[src/common/id_config.svh]
`ifndef ID_CONFIG_SVH
`define ID_CONFIG_SVH

// data word width
`define ID_XLEN 32

// register number width, 32 registers
`define ID_REG_AW 5

// source operands per instruction, rs and rt
`define ID_NUM_SRC 2

// written by jal, bltzal and bgezal
`define ID_LINK_REG 31

`endif

[src/common/id_pkg.sv]
`default_nettype none

`include "id_config.svh"

package id_pkg;

    typedef logic [`ID_XLEN-1:0] word_t;

    typedef logic [`ID_REG_AW-1:0] reg_addr_t;

    // one-hot, lsb first:
    // add sub slt sltu and nor or xor sll srl sra lui
    typedef logic [11:0] alu_op_t;

    // one-hot, msb first: lb lbu lh lhu lw
    typedef logic [4:0] load_op_t;

    // one-hot, msb first: sb sh sw
    typedef logic [2:0] store_op_t;

    // first alu operand
    typedef enum logic [1:0] {
        SRC1_REG = 2'd0,
        SRC1_SA  = 2'd1,
        SRC1_PC  = 2'd2
    } src1_sel_t;

    // second alu operand, eight is the link offset past the delay slot
    typedef enum logic [1:0] {
        SRC2_REG   = 2'd0,
        SRC2_SIMM  = 2'd1,
        SRC2_ZIMM  = 2'd2,
        SRC2_EIGHT = 2'd3
    } src2_sel_t;

endpackage

`default_nettype wire

[src/logic/regfile.sv]
`timescale 1ns/10ps
`default_nettype none

`include "id_config.svh"

module regfile (
    input  wire                clk,
    input  wire id_pkg::reg_addr_t raddr1,
    input  wire id_pkg::reg_addr_t raddr2,
    input  wire id_pkg::reg_addr_t waddr,
    input  wire                we,
    input  wire id_pkg::word_t wdata,
    output id_pkg::word_t      rdata1,
    output id_pkg::word_t      rdata2
);

    id_pkg::word_t rf [0:(1 << `ID_REG_AW)-1];

    always_ff @(posedge clk) begin
        if (we) begin
            rf[waddr] <= wdata;
        end
    end

    // r0 is hardwired, whatever was stored there
    assign rdata1 = (raddr1 == '0) ? '0 : rf[raddr1];
    assign rdata2 = (raddr2 == '0) ? '0 : rf[raddr2];

    a_r0_zero: assert property (@(posedge clk)
        (we && waddr == '0) |=> ((raddr1 != '0) || (rdata1 == '0)) &&
                                ((raddr2 != '0) || (rdata2 == '0)))
        else $error("register 0 read nonzero after a write to it");

endmodule

`default_nettype wire

[src/id_stage/inst_decoder.sv]
`timescale 1ns/10ps
`default_nettype none

`include "id_config.svh"

module inst_decoder (
    input  wire id_pkg::word_t    inst,
    output id_pkg::alu_op_t       alu_op,
    output id_pkg::load_op_t      load_op,
    output id_pkg::store_op_t     store_op,
    output id_pkg::src1_sel_t     src1_sel,
    output id_pkg::src2_sel_t     src2_sel,
    output logic                  gr_we,
    output logic                  mem_we,
    output id_pkg::reg_addr_t     dest,
    output logic [15:0]           imm,
    output id_pkg::reg_addr_t     rs,
    output id_pkg::reg_addr_t     rt,
    output logic [`ID_NUM_SRC-1:0] src_need,
    output logic [7:0]            br_kind
);

    logic [5:0] op;
    logic [5:0] func;
    logic [4:0] rd;
    logic [4:0] sa;
    logic       r_type;
    logic       sh_type;
    logic       regimm;
    logic       i_addu, i_subu, i_slt, i_sltu, i_and, i_or, i_xor, i_nor;
    logic       i_sll, i_srl, i_sra, i_sllv, i_srlv, i_srav, i_jr, i_jalr;
    logic       i_addiu, i_slti, i_sltiu, i_andi, i_ori, i_xori, i_lui;
    logic       i_beq, i_bne, i_bgez, i_bgtz, i_blez, i_bltz;
    logic       i_bltzal, i_bgezal, i_j, i_jal;
    logic       is_alu_r;
    logic       is_alu_i;
    logic       is_link;

    assign op   = inst[31:26];
    assign rs   = inst[25:21];
    assign rt   = inst[20:16];
    assign rd   = inst[15:11];
    assign sa   = inst[10:6];
    assign func = inst[5:0];
    assign imm  = inst[15:0];

    // special opcode, sa must be zero except for the constant shifts
    assign r_type  = (op == 6'h00) && (sa == 5'h00);
    assign sh_type = (op == 6'h00) && (rs == 5'h00);
    assign regimm  = (op == 6'h01);

    assign i_addu = r_type && (func == 6'h21);
    assign i_subu = r_type && (func == 6'h23);
    assign i_slt  = r_type && (func == 6'h2a);
    assign i_sltu = r_type && (func == 6'h2b);
    assign i_and  = r_type && (func == 6'h24);
    assign i_or   = r_type && (func == 6'h25);
    assign i_xor  = r_type && (func == 6'h26);
    assign i_nor  = r_type && (func == 6'h27);
    assign i_sllv = r_type && (func == 6'h04);
    assign i_srlv = r_type && (func == 6'h06);
    assign i_srav = r_type && (func == 6'h07);
    assign i_sll  = sh_type && (func == 6'h00);
    assign i_srl  = sh_type && (func == 6'h02);
    assign i_sra  = sh_type && (func == 6'h03);
    assign i_jr   = r_type && (func == 6'h08) && (rt == 5'h00) && (rd == 5'h00);
    assign i_jalr = r_type && (func == 6'h09) && (rt == 5'h00);

    assign i_addiu = (op == 6'h09);
    assign i_slti  = (op == 6'h0a);
    assign i_sltiu = (op == 6'h0b);
    assign i_andi  = (op == 6'h0c);
    assign i_ori   = (op == 6'h0d);
    assign i_xori  = (op == 6'h0e);
    assign i_lui   = (op == 6'h0f) && (rs == 5'h00);

    assign i_beq    = (op == 6'h04);
    assign i_bne    = (op == 6'h05);
    assign i_blez   = (op == 6'h06) && (rt == 5'h00);
    assign i_bgtz   = (op == 6'h07) && (rt == 5'h00);
    assign i_bltz   = regimm && (rt == 5'h00);
    assign i_bgez   = regimm && (rt == 5'h01);
    assign i_bltzal = regimm && (rt == 5'h10);
    assign i_bgezal = regimm && (rt == 5'h11);
    assign i_j      = (op == 6'h02);
    assign i_jal    = (op == 6'h03);

    assign load_op  = {op == 6'h20, op == 6'h24, op == 6'h21, op == 6'h25, op == 6'h23};
    assign store_op = {op == 6'h28, op == 6'h29, op == 6'h2b};

    assign is_alu_r = i_addu | i_subu | i_slt | i_sltu | i_and | i_or | i_xor | i_nor |
                      i_sll | i_srl | i_sra | i_sllv | i_srlv | i_srav;
    assign is_alu_i = i_addiu | i_slti | i_sltiu | i_andi | i_ori | i_xori | i_lui;
    assign is_link  = i_jal | i_bltzal | i_bgezal | i_jalr;

    assign alu_op = {i_lui, i_sra | i_srav, i_srl | i_srlv, i_sll | i_sllv,
                     i_xor | i_xori, i_or | i_ori, i_nor, i_and | i_andi,
                     i_sltu | i_sltiu, i_slt | i_slti, i_subu,
                     i_addu | i_addiu | (|load_op) | (|store_op) | is_link};

    assign gr_we  = is_alu_r | is_alu_i | (|load_op) | is_link;
    assign mem_we = |store_op;

    assign br_kind = {i_jr | i_jalr, i_j | i_jal, i_bltz | i_bltzal, i_blez,
                      i_bgtz, i_bgez | i_bgezal, i_bne, i_beq};

    // rs: everything but the constant shifts, lui, j and jal
    assign src_need[0] = (is_alu_r & ~(i_sll | i_srl | i_sra)) | (is_alu_i & ~i_lui) |
                         (|load_op) | (|store_op) | (|br_kind[5:0]) | br_kind[7];
    assign src_need[1] = is_alu_r | (|store_op) | i_beq | i_bne;

    always_comb begin
        if (!gr_we) begin
            dest = '0;
        end else if (i_jal | i_bltzal | i_bgezal) begin
            dest = id_pkg::reg_addr_t'(`ID_LINK_REG);
        end else if (is_alu_i | (|load_op)) begin
            dest = rt;
        end else begin
            dest = rd;
        end
    end

    always_comb begin
        src1_sel = id_pkg::SRC1_REG;
        if (i_sll | i_srl | i_sra) begin
            src1_sel = id_pkg::SRC1_SA;
        end else if (is_link) begin
            src1_sel = id_pkg::SRC1_PC;
        end
    end

    always_comb begin
        src2_sel = id_pkg::SRC2_REG;
        if (i_andi | i_ori | i_xori) begin
            src2_sel = id_pkg::SRC2_ZIMM;
        end else if (is_alu_i | (|load_op) | (|store_op)) begin
            src2_sel = id_pkg::SRC2_SIMM;
        end else if (is_link) begin
            src2_sel = id_pkg::SRC2_EIGHT;
        end
    end

endmodule

`default_nettype wire

[src/id_stage/operand_bypass.sv]
`timescale 1ns/10ps
`default_nettype none

module operand_bypass (
    input  wire                    ds_valid,
    input  wire                    need,
    input  wire id_pkg::reg_addr_t src_addr,
    input  wire id_pkg::word_t     rf_data,
    input  wire                    es_valid,
    input  wire                    es_gr_we,
    input  wire id_pkg::reg_addr_t es_dest,
    input  wire id_pkg::word_t     es_result,
    input  wire                    es_load,
    input  wire                    ms_valid,
    input  wire                    ms_gr_we,
    input  wire id_pkg::reg_addr_t ms_dest,
    input  wire id_pkg::word_t     ms_result,
    input  wire                    ms_load,
    input  wire                    ms_res_valid,
    input  wire                    ws_we,
    input  wire id_pkg::reg_addr_t ws_dest,
    input  wire id_pkg::word_t     ws_result,
    output id_pkg::word_t          value,
    output logic                   block
);

    logic lookup;
    logic es_hit;
    logic ms_hit;
    logic ws_hit;

    // r0 never forwards
    assign lookup = ds_valid && need && (src_addr != '0);

    assign es_hit = lookup && es_valid && es_gr_we && (es_dest == src_addr);
    assign ms_hit = lookup && ms_valid && ms_gr_we && (ms_dest == src_addr);
    assign ws_hit = lookup && ws_we && (ws_dest == src_addr);

    // youngest producer first
    assign value = es_hit ? es_result :
                   ms_hit ? ms_result :
                   ws_hit ? ws_result :
                            rf_data;

    // load data not back yet
    assign block = (es_hit && es_load) || (ms_hit && ms_load && !ms_res_valid);

    always_comb begin
        if (block) begin
            a_block_hit: assert (es_hit || ms_hit)
                else $error("operand blocked with no execute or memory match");
        end
    end

endmodule

`default_nettype wire

[src/id_stage/branch_unit.sv]
`timescale 1ns/10ps
`default_nettype none

`include "id_config.svh"

// br_kind bits, lsb first: eq ne gez gtz lez ltz jump jump-register
module branch_unit (
    input  wire                      ds_valid,
    input  wire [7:0]                br_kind,
    input  wire id_pkg::word_t       pc,
    input  wire [15:0]               imm,
    input  wire [25:0]               jidx,
    input  wire id_pkg::word_t       rs_value,
    input  wire id_pkg::word_t       rt_value,
    input  wire [`ID_NUM_SRC-1:0]    src_block,
    output logic                     br_taken,
    output id_pkg::word_t            br_target,
    output logic                     br_stall
);

    id_pkg::word_t bd_pc;
    id_pkg::word_t br_offset;
    logic          rs_eq_rt;
    logic          rs_ge_z;
    logic          rs_gt_z;
    logic          cond_taken;

    assign bd_pc     = pc + id_pkg::word_t'(4);
    assign br_offset = {{(`ID_XLEN-18){imm[15]}}, imm, 2'b00};

    assign rs_eq_rt = (rs_value == rt_value);
    assign rs_ge_z  = !rs_value[`ID_XLEN-1];
    assign rs_gt_z  = rs_ge_z && (rs_value != '0);

    assign cond_taken = (br_kind[0] &&  rs_eq_rt) ||
                        (br_kind[1] && !rs_eq_rt) ||
                        (br_kind[2] &&  rs_ge_z)  ||
                        (br_kind[3] &&  rs_gt_z)  ||
                        (br_kind[4] && !rs_gt_z)  ||
                        (br_kind[5] && !rs_ge_z);

    assign br_taken = ds_valid && (cond_taken || br_kind[6] || br_kind[7]);

    always_comb begin
        if (|br_kind[5:0]) begin
            br_target = bd_pc + br_offset;
        end else if (br_kind[7]) begin
            br_target = rs_value;
        end else begin
            // region of the delay slot
            br_target = {bd_pc[`ID_XLEN-1:`ID_XLEN-4], jidx, 2'b00};
        end
    end

    // fetch must wait, the compare inputs are not final
    assign br_stall = ds_valid && (|br_kind) && (|src_block);

endmodule

`default_nettype wire

[src/id_stage/id_stage.sv]
`timescale 1ns/10ps
`default_nettype none

`include "id_config.svh"

module id_stage (
    input  wire                    clk,
    input  wire                    reset,
    input  wire                    fs_to_ds_valid,
    input  wire id_pkg::word_t     fs_inst,
    input  wire id_pkg::word_t     fs_pc,
    input  wire                    es_allowin,
    input  wire                    es_valid,
    input  wire                    es_gr_we,
    input  wire id_pkg::reg_addr_t es_dest,
    input  wire id_pkg::word_t     es_result,
    input  wire                    es_load,
    input  wire                    ms_valid,
    input  wire                    ms_gr_we,
    input  wire id_pkg::reg_addr_t ms_dest,
    input  wire id_pkg::word_t     ms_result,
    input  wire                    ms_load,
    input  wire                    ms_res_valid,
    input  wire                    ws_we,
    input  wire id_pkg::reg_addr_t ws_dest,
    input  wire id_pkg::word_t     ws_result,
    output logic                   ds_allowin,
    output logic                   ds_to_es_valid,
    output id_pkg::alu_op_t        ds_alu_op,
    output id_pkg::load_op_t       ds_load_op,
    output id_pkg::store_op_t      ds_store_op,
    output id_pkg::src1_sel_t      ds_src1_sel,
    output id_pkg::src2_sel_t      ds_src2_sel,
    output logic                   ds_gr_we,
    output logic                   ds_mem_we,
    output id_pkg::reg_addr_t      ds_dest,
    output logic [15:0]            ds_imm,
    output id_pkg::word_t          ds_rs_value,
    output id_pkg::word_t          ds_rt_value,
    output id_pkg::word_t          ds_pc,
    output logic                   br_taken,
    output logic                   br_stall,
    output id_pkg::word_t          br_target
);

    logic                    ds_valid;
    logic                    ready_go;
    id_pkg::word_t           ds_inst;
    id_pkg::reg_addr_t       rs;
    id_pkg::reg_addr_t       rt;
    logic [`ID_NUM_SRC-1:0]  src_need;
    logic [`ID_NUM_SRC-1:0]  src_block;
    logic [7:0]              br_kind;
    id_pkg::reg_addr_t       src_addr  [`ID_NUM_SRC];
    id_pkg::word_t           rf_data   [`ID_NUM_SRC];
    id_pkg::word_t           src_value [`ID_NUM_SRC];

    assign ready_go       = !(|src_block);
    assign ds_allowin     = !ds_valid || (ready_go && es_allowin);
    assign ds_to_es_valid = ds_valid && ready_go;

    always_ff @(posedge clk) begin
        if (reset) begin
            ds_valid <= 1'b0;
        end else if (ds_allowin) begin
            ds_valid <= fs_to_ds_valid;
        end
    end

    always_ff @(posedge clk) begin
        if (fs_to_ds_valid && ds_allowin) begin
            ds_inst <= fs_inst;
            ds_pc   <= fs_pc;
        end
    end

    inst_decoder u_inst_decoder (
        .inst     (ds_inst),
        .alu_op   (ds_alu_op),
        .load_op  (ds_load_op),
        .store_op (ds_store_op),
        .src1_sel (ds_src1_sel),
        .src2_sel (ds_src2_sel),
        .gr_we    (ds_gr_we),
        .mem_we   (ds_mem_we),
        .dest     (ds_dest),
        .imm      (ds_imm),
        .rs       (rs),
        .rt       (rt),
        .src_need (src_need),
        .br_kind  (br_kind)
    );

    // port 1 reads rs, port 2 reads rt
    assign src_addr[0] = rs;
    assign src_addr[1] = rt;

    regfile u_regfile (
        .clk    (clk),
        .raddr1 (src_addr[0]),
        .raddr2 (src_addr[1]),
        .waddr  (ws_dest),
        .we     (ws_we),
        .wdata  (ws_result),
        .rdata1 (rf_data[0]),
        .rdata2 (rf_data[1])
    );

    for (genvar i = 0; i < `ID_NUM_SRC; i++) begin : g_src
        operand_bypass u_operand_bypass (
            .ds_valid     (ds_valid),
            .need         (src_need[i]),
            .src_addr     (src_addr[i]),
            .rf_data      (rf_data[i]),
            .es_valid     (es_valid),
            .es_gr_we     (es_gr_we),
            .es_dest      (es_dest),
            .es_result    (es_result),
            .es_load      (es_load),
            .ms_valid     (ms_valid),
            .ms_gr_we     (ms_gr_we),
            .ms_dest      (ms_dest),
            .ms_result    (ms_result),
            .ms_load      (ms_load),
            .ms_res_valid (ms_res_valid),
            .ws_we        (ws_we),
            .ws_dest      (ws_dest),
            .ws_result    (ws_result),
            .value        (src_value[i]),
            .block        (src_block[i])
        );
    end

    assign ds_rs_value = src_value[0];
    assign ds_rt_value = src_value[1];

    branch_unit u_branch_unit (
        .ds_valid  (ds_valid),
        .br_kind   (br_kind),
        .pc        (ds_pc),
        .imm       (ds_imm),
        .jidx      (ds_inst[25:0]),
        .rs_value  (ds_rs_value),
        .rt_value  (ds_rt_value),
        .src_block (src_block),
        .br_taken  (br_taken),
        .br_target (br_target),
        .br_stall  (br_stall)
    );

    a_out_valid: assert property (@(posedge clk) disable iff (reset)
        ds_to_es_valid |-> ds_valid)
        else $error("ds_to_es_valid without a held instruction");

endmodule

`default_nettype wire

[config.mk]
export PLATFORM = sky130hd
export DESIGN_NAME = id_stage
export DESIGN_NICKNAME = d
export VERILOG_FILES = /design/src/common/id_pkg.sv /design/src/logic/regfile.sv /design/src/id_stage/inst_decoder.sv /design/src/id_stage/operand_bypass.sv /design/src/id_stage/branch_unit.sv /design/src/id_stage/id_stage.sv
export VERILOG_INCLUDE_DIRS = /design/src /design/src/common
export SDC_FILE = /design/constraint.sdc
export NUM_CORES = 2
export LEC_CHECK = 0
export BUFFER_PORTS_ARGS = -buffer_cell sky130_fd_sc_hd__buf_2
export CAP_MARGIN = 5
export CORE_AREA = 10 10 343 345
export DETAILED_ROUTE_END_ITERATION = 7
export DIE_AREA = 0 0 353 355
export HOLD_SLACK_MARGIN = 0.12
export PLACE_DENSITY_LB_ADDON = 0.08
export RECOVER_POWER = 100
export SYNTH_ARGS = -nofsm -noshare
export SYNTH_HDL_FRONTEND = slang
export SYNTH_SLANG_ARGS = --single-unit
[constraint.sdc]
create_clock -name clk -period 9.7 [get_ports clk]
set_input_delay 0.97 -clock clk [delete_from_list [all_inputs] [get_ports clk]]
set_output_delay 0.97 -clock clk [all_outputs]
set_load 0.02 [all_outputs]
==> results.toml <==
[outcome]
outcome = "complete, but fails checks"
violations = "capacitance limit, slew limit"

[clock_tree]
ctsHoldBuffers = 0
clock_tree.buffer_depth = 3
cts.sink_count = 1099
clkLatencyLatePin_ns = 0.73
tritoncts = "yes"
clock_tree.root_cell = "clkbuf_16"
cts_htree_levels = 3
postCtsSetupBuffers = 0
cts_buf_count = 116
clock_edge_transition_at_the_registers_on_the_reported_setup_and_hold_paths_ns = 0.06
post_cts.resized_instances = 0

[sta]
final_critical_path_setup_slack_ns = 1.35
setup-violations-final = 0
worst_hold_slack_ns = 0.422
layout_worst_path_cycle_share_pct = 86.1
finalClockSkew_ns = 0.0466
fmaxAchievable_mhz = 120
final_max_slew_viol_count = 1673
maxSlewHeadroom_pct = -198
tightest_slew_ns = 4.48
fin_setup_tns_ns = 0
final_period_minus_worst_setup_slack_ns = 8.35
grt_setup_unrepaired = "no"
finalHoldViolations = 0

[global_routing]
grt_start_max_net_pins = 109
grt_first_pass_wirelength_microns = 293000
number_of_global_route_vias_before_repair = 36700
grt_antenna_before_repair = 28
grt_util_all_layers_pct = 33.2
grt.overflow.total = 0

[floorplan]
core_area_sq_mm = 0.110
chipWidth_microns = 353
effective_utilization_at_floorplan_pct = 49.9
die_area_sq_mm = 0.125
die_h_microns = 355
ioPinCount = 366
std_cell_rows = 122

[routing]
remaining_drc_errors = 0
detail_routed_via_count_per_cell = 7.12
met3WireLength_microns = 22500
dr.first_iter.drc_count = 5118
wl_met2_microns = 100000
route.antenna.remaining_nets = 0
total_routed_wire_length_on_the_met1_layer_microns = 78300
drt-total-wl_microns = 212000
topRoutingLayerUsed = "met5"
drt-pass1-iter-count = 5
avgRoutedWirePerCell_microns = 41.4
dr_total_vias = 36500

[cells_and_area]
commonest_cells_after_routing_fill_and_taps_aside = "edfxtp_1, mux4_2, clkbuf_1"
drive_gt1_share_pct = 26.9
final_net_count = 3740
area.growth.synth_to_final_pct = 12.7
finalCoreUtilization_pct = 56.3
design_area_sq_mm = 0.0621
finish.cell_count_without_fillers = 5123
layout_commonest_cell = "edfxtp_1"

[power]
max-vdd-ir-drop_mv = 0.156
cellPowerDensity_mw_per_mm2 = 191
power.total_mw = 11.9
power.static_leakage_nw = 20.2

[synthesis]
synthTopCellsByArea = "edfxtp_1, mux4_2, mux2i_1, a22oi_1, xnor2_1"
synth_cell_type_count = 81
yosysSeqAreaShare_pct = 59.7
synth.net_count = 3429
ys.warnings.count = 0
flip_flop_and_latch_count_after_synthesis = 1099
syn_area_per_cell_sq_um = 17.2
synth_edf_count = 1088
synth-async-reset-ratio_pct = 0
synthesis.instances = 3211
synth-main-ff-cell = "edfxtp_1"
yosys_top_cell_by_area = "edfxtp_1"
synth_largest_type_area_fraction_pct = 59.3
netlist_area_sq_mm = 0.0551

[hold_path]
hold_path.class = "input pin to flop"

[place]
place_congestion = 0.976
placement.io_buffers = 365
numPlacedInstances = 4892
detailed_place_hpwl_microns = 135000
place_ws_ns = 2.89
place_area_sq_mm = 0.0588

[worst_setup_path]
cp.required_ns = 8.73
cp-start-kind = "flop"
critical_path_arrival_ns = 7.38
crit_path_end_kind = "output pin"
crit_path_max_fanout = 36
worst-setup-path-type = "flop to output pin"

[job]
cap_violations = 57
==> worst paths after layout <==
kind                              start              endpoint  slack, ns  depth (start not counted)
setup / recovery  ds_inst[28]$_DFFE_PP_              br_taken       1.35                         14
hold / removal                fs_pc[28]   ds_pc[28]$_DFFE_PP_       0.42                          1
setup reg to reg  ds_inst[28]$_DFFE_PP_  ds_inst[8]$_DFFE_PP_       1.95                         14
hold reg to reg   ds_inst[18]$_DFFE_PP_                  flop       0.80                          1
==> final cells by class <==
cell class / instances / area [sq um]
antenna: 15 / 37.5
timing repair buffer: 456 / 2220
inverter: 32 / 120
sequential: 1099 / 32900
clock inverter: 80 / 806
multi-input combinational: 1817 / 21100
clock buffer: 136 / 3020
tap: 1488 / 1860
fill: 8711 / 48300
==> worst max-delay path: stages (launching register included) <==
cell	delay, ns
edfxtp_1	0.65
nor4_1	1.02
nand4_1	0.35
a31oi_4	0.25
buf_4	0.43
and2_0	1.57
a211o_1	0.31
o221a_1	0.37
xnor2_1	0.16
nand4_1	0.12
or4_1	0.49
nor2_1	0.24
xnor2_1	0.10
o2bb2ai_1	0.35
buf_2	0.24
==> synthesized netlist by cell type (all sizes together) (17+ instances only) <==
master  number
nand4       58
nand3       34
a21oi       54
xnor2       67
nor2        96
o21ai       98
edfxtp    1088
xor2        46
nand2       94
a22oi      135
o221a       34
a211oi      49
mux2i      206
buf        122
nor4        19
a221oi      39
nor3        26
clkbuf     141
and3        18
and2        17
mux4       503
ha          30
inv         31
a211o       33
==> registers in the layout (all words and copies together) (netlist names), named ones only <==
name          cells
u_regfile.rf   1024
ds_inst          32
ds_pc            32
ds_valid          1
==> cell families after synthesis <==
logic type	after synthesis	share of synthesized area, %
compound gates	525	6.98
xor+xnor	114	1.84
fa+ha+maj	31	0.718
buf+inv	295	2.23
flops	1099	59.7
mux	721	24.5
simple gates	426	3.99
==> layer usage <==
layer / up-vias / global-route usage [%]
li1: 14300 / -
met2: 2451 / 52.9
met4: 8 / 15.4
met1: 19300 / 43.0
met3: 484 / 8.05
met5: - / 0
==> power breakdown <==
group | internal [mW] | total (mW) | switching (mW)
registers | 5.31 | 5.42 | 0.110
clock network | 2.57 | 4.47 | 1.90
logic | 0.749 | 1.99 | 1.25
total | 8.63 | 11.9 | 3.26
(Power assumes the default switching activity.)
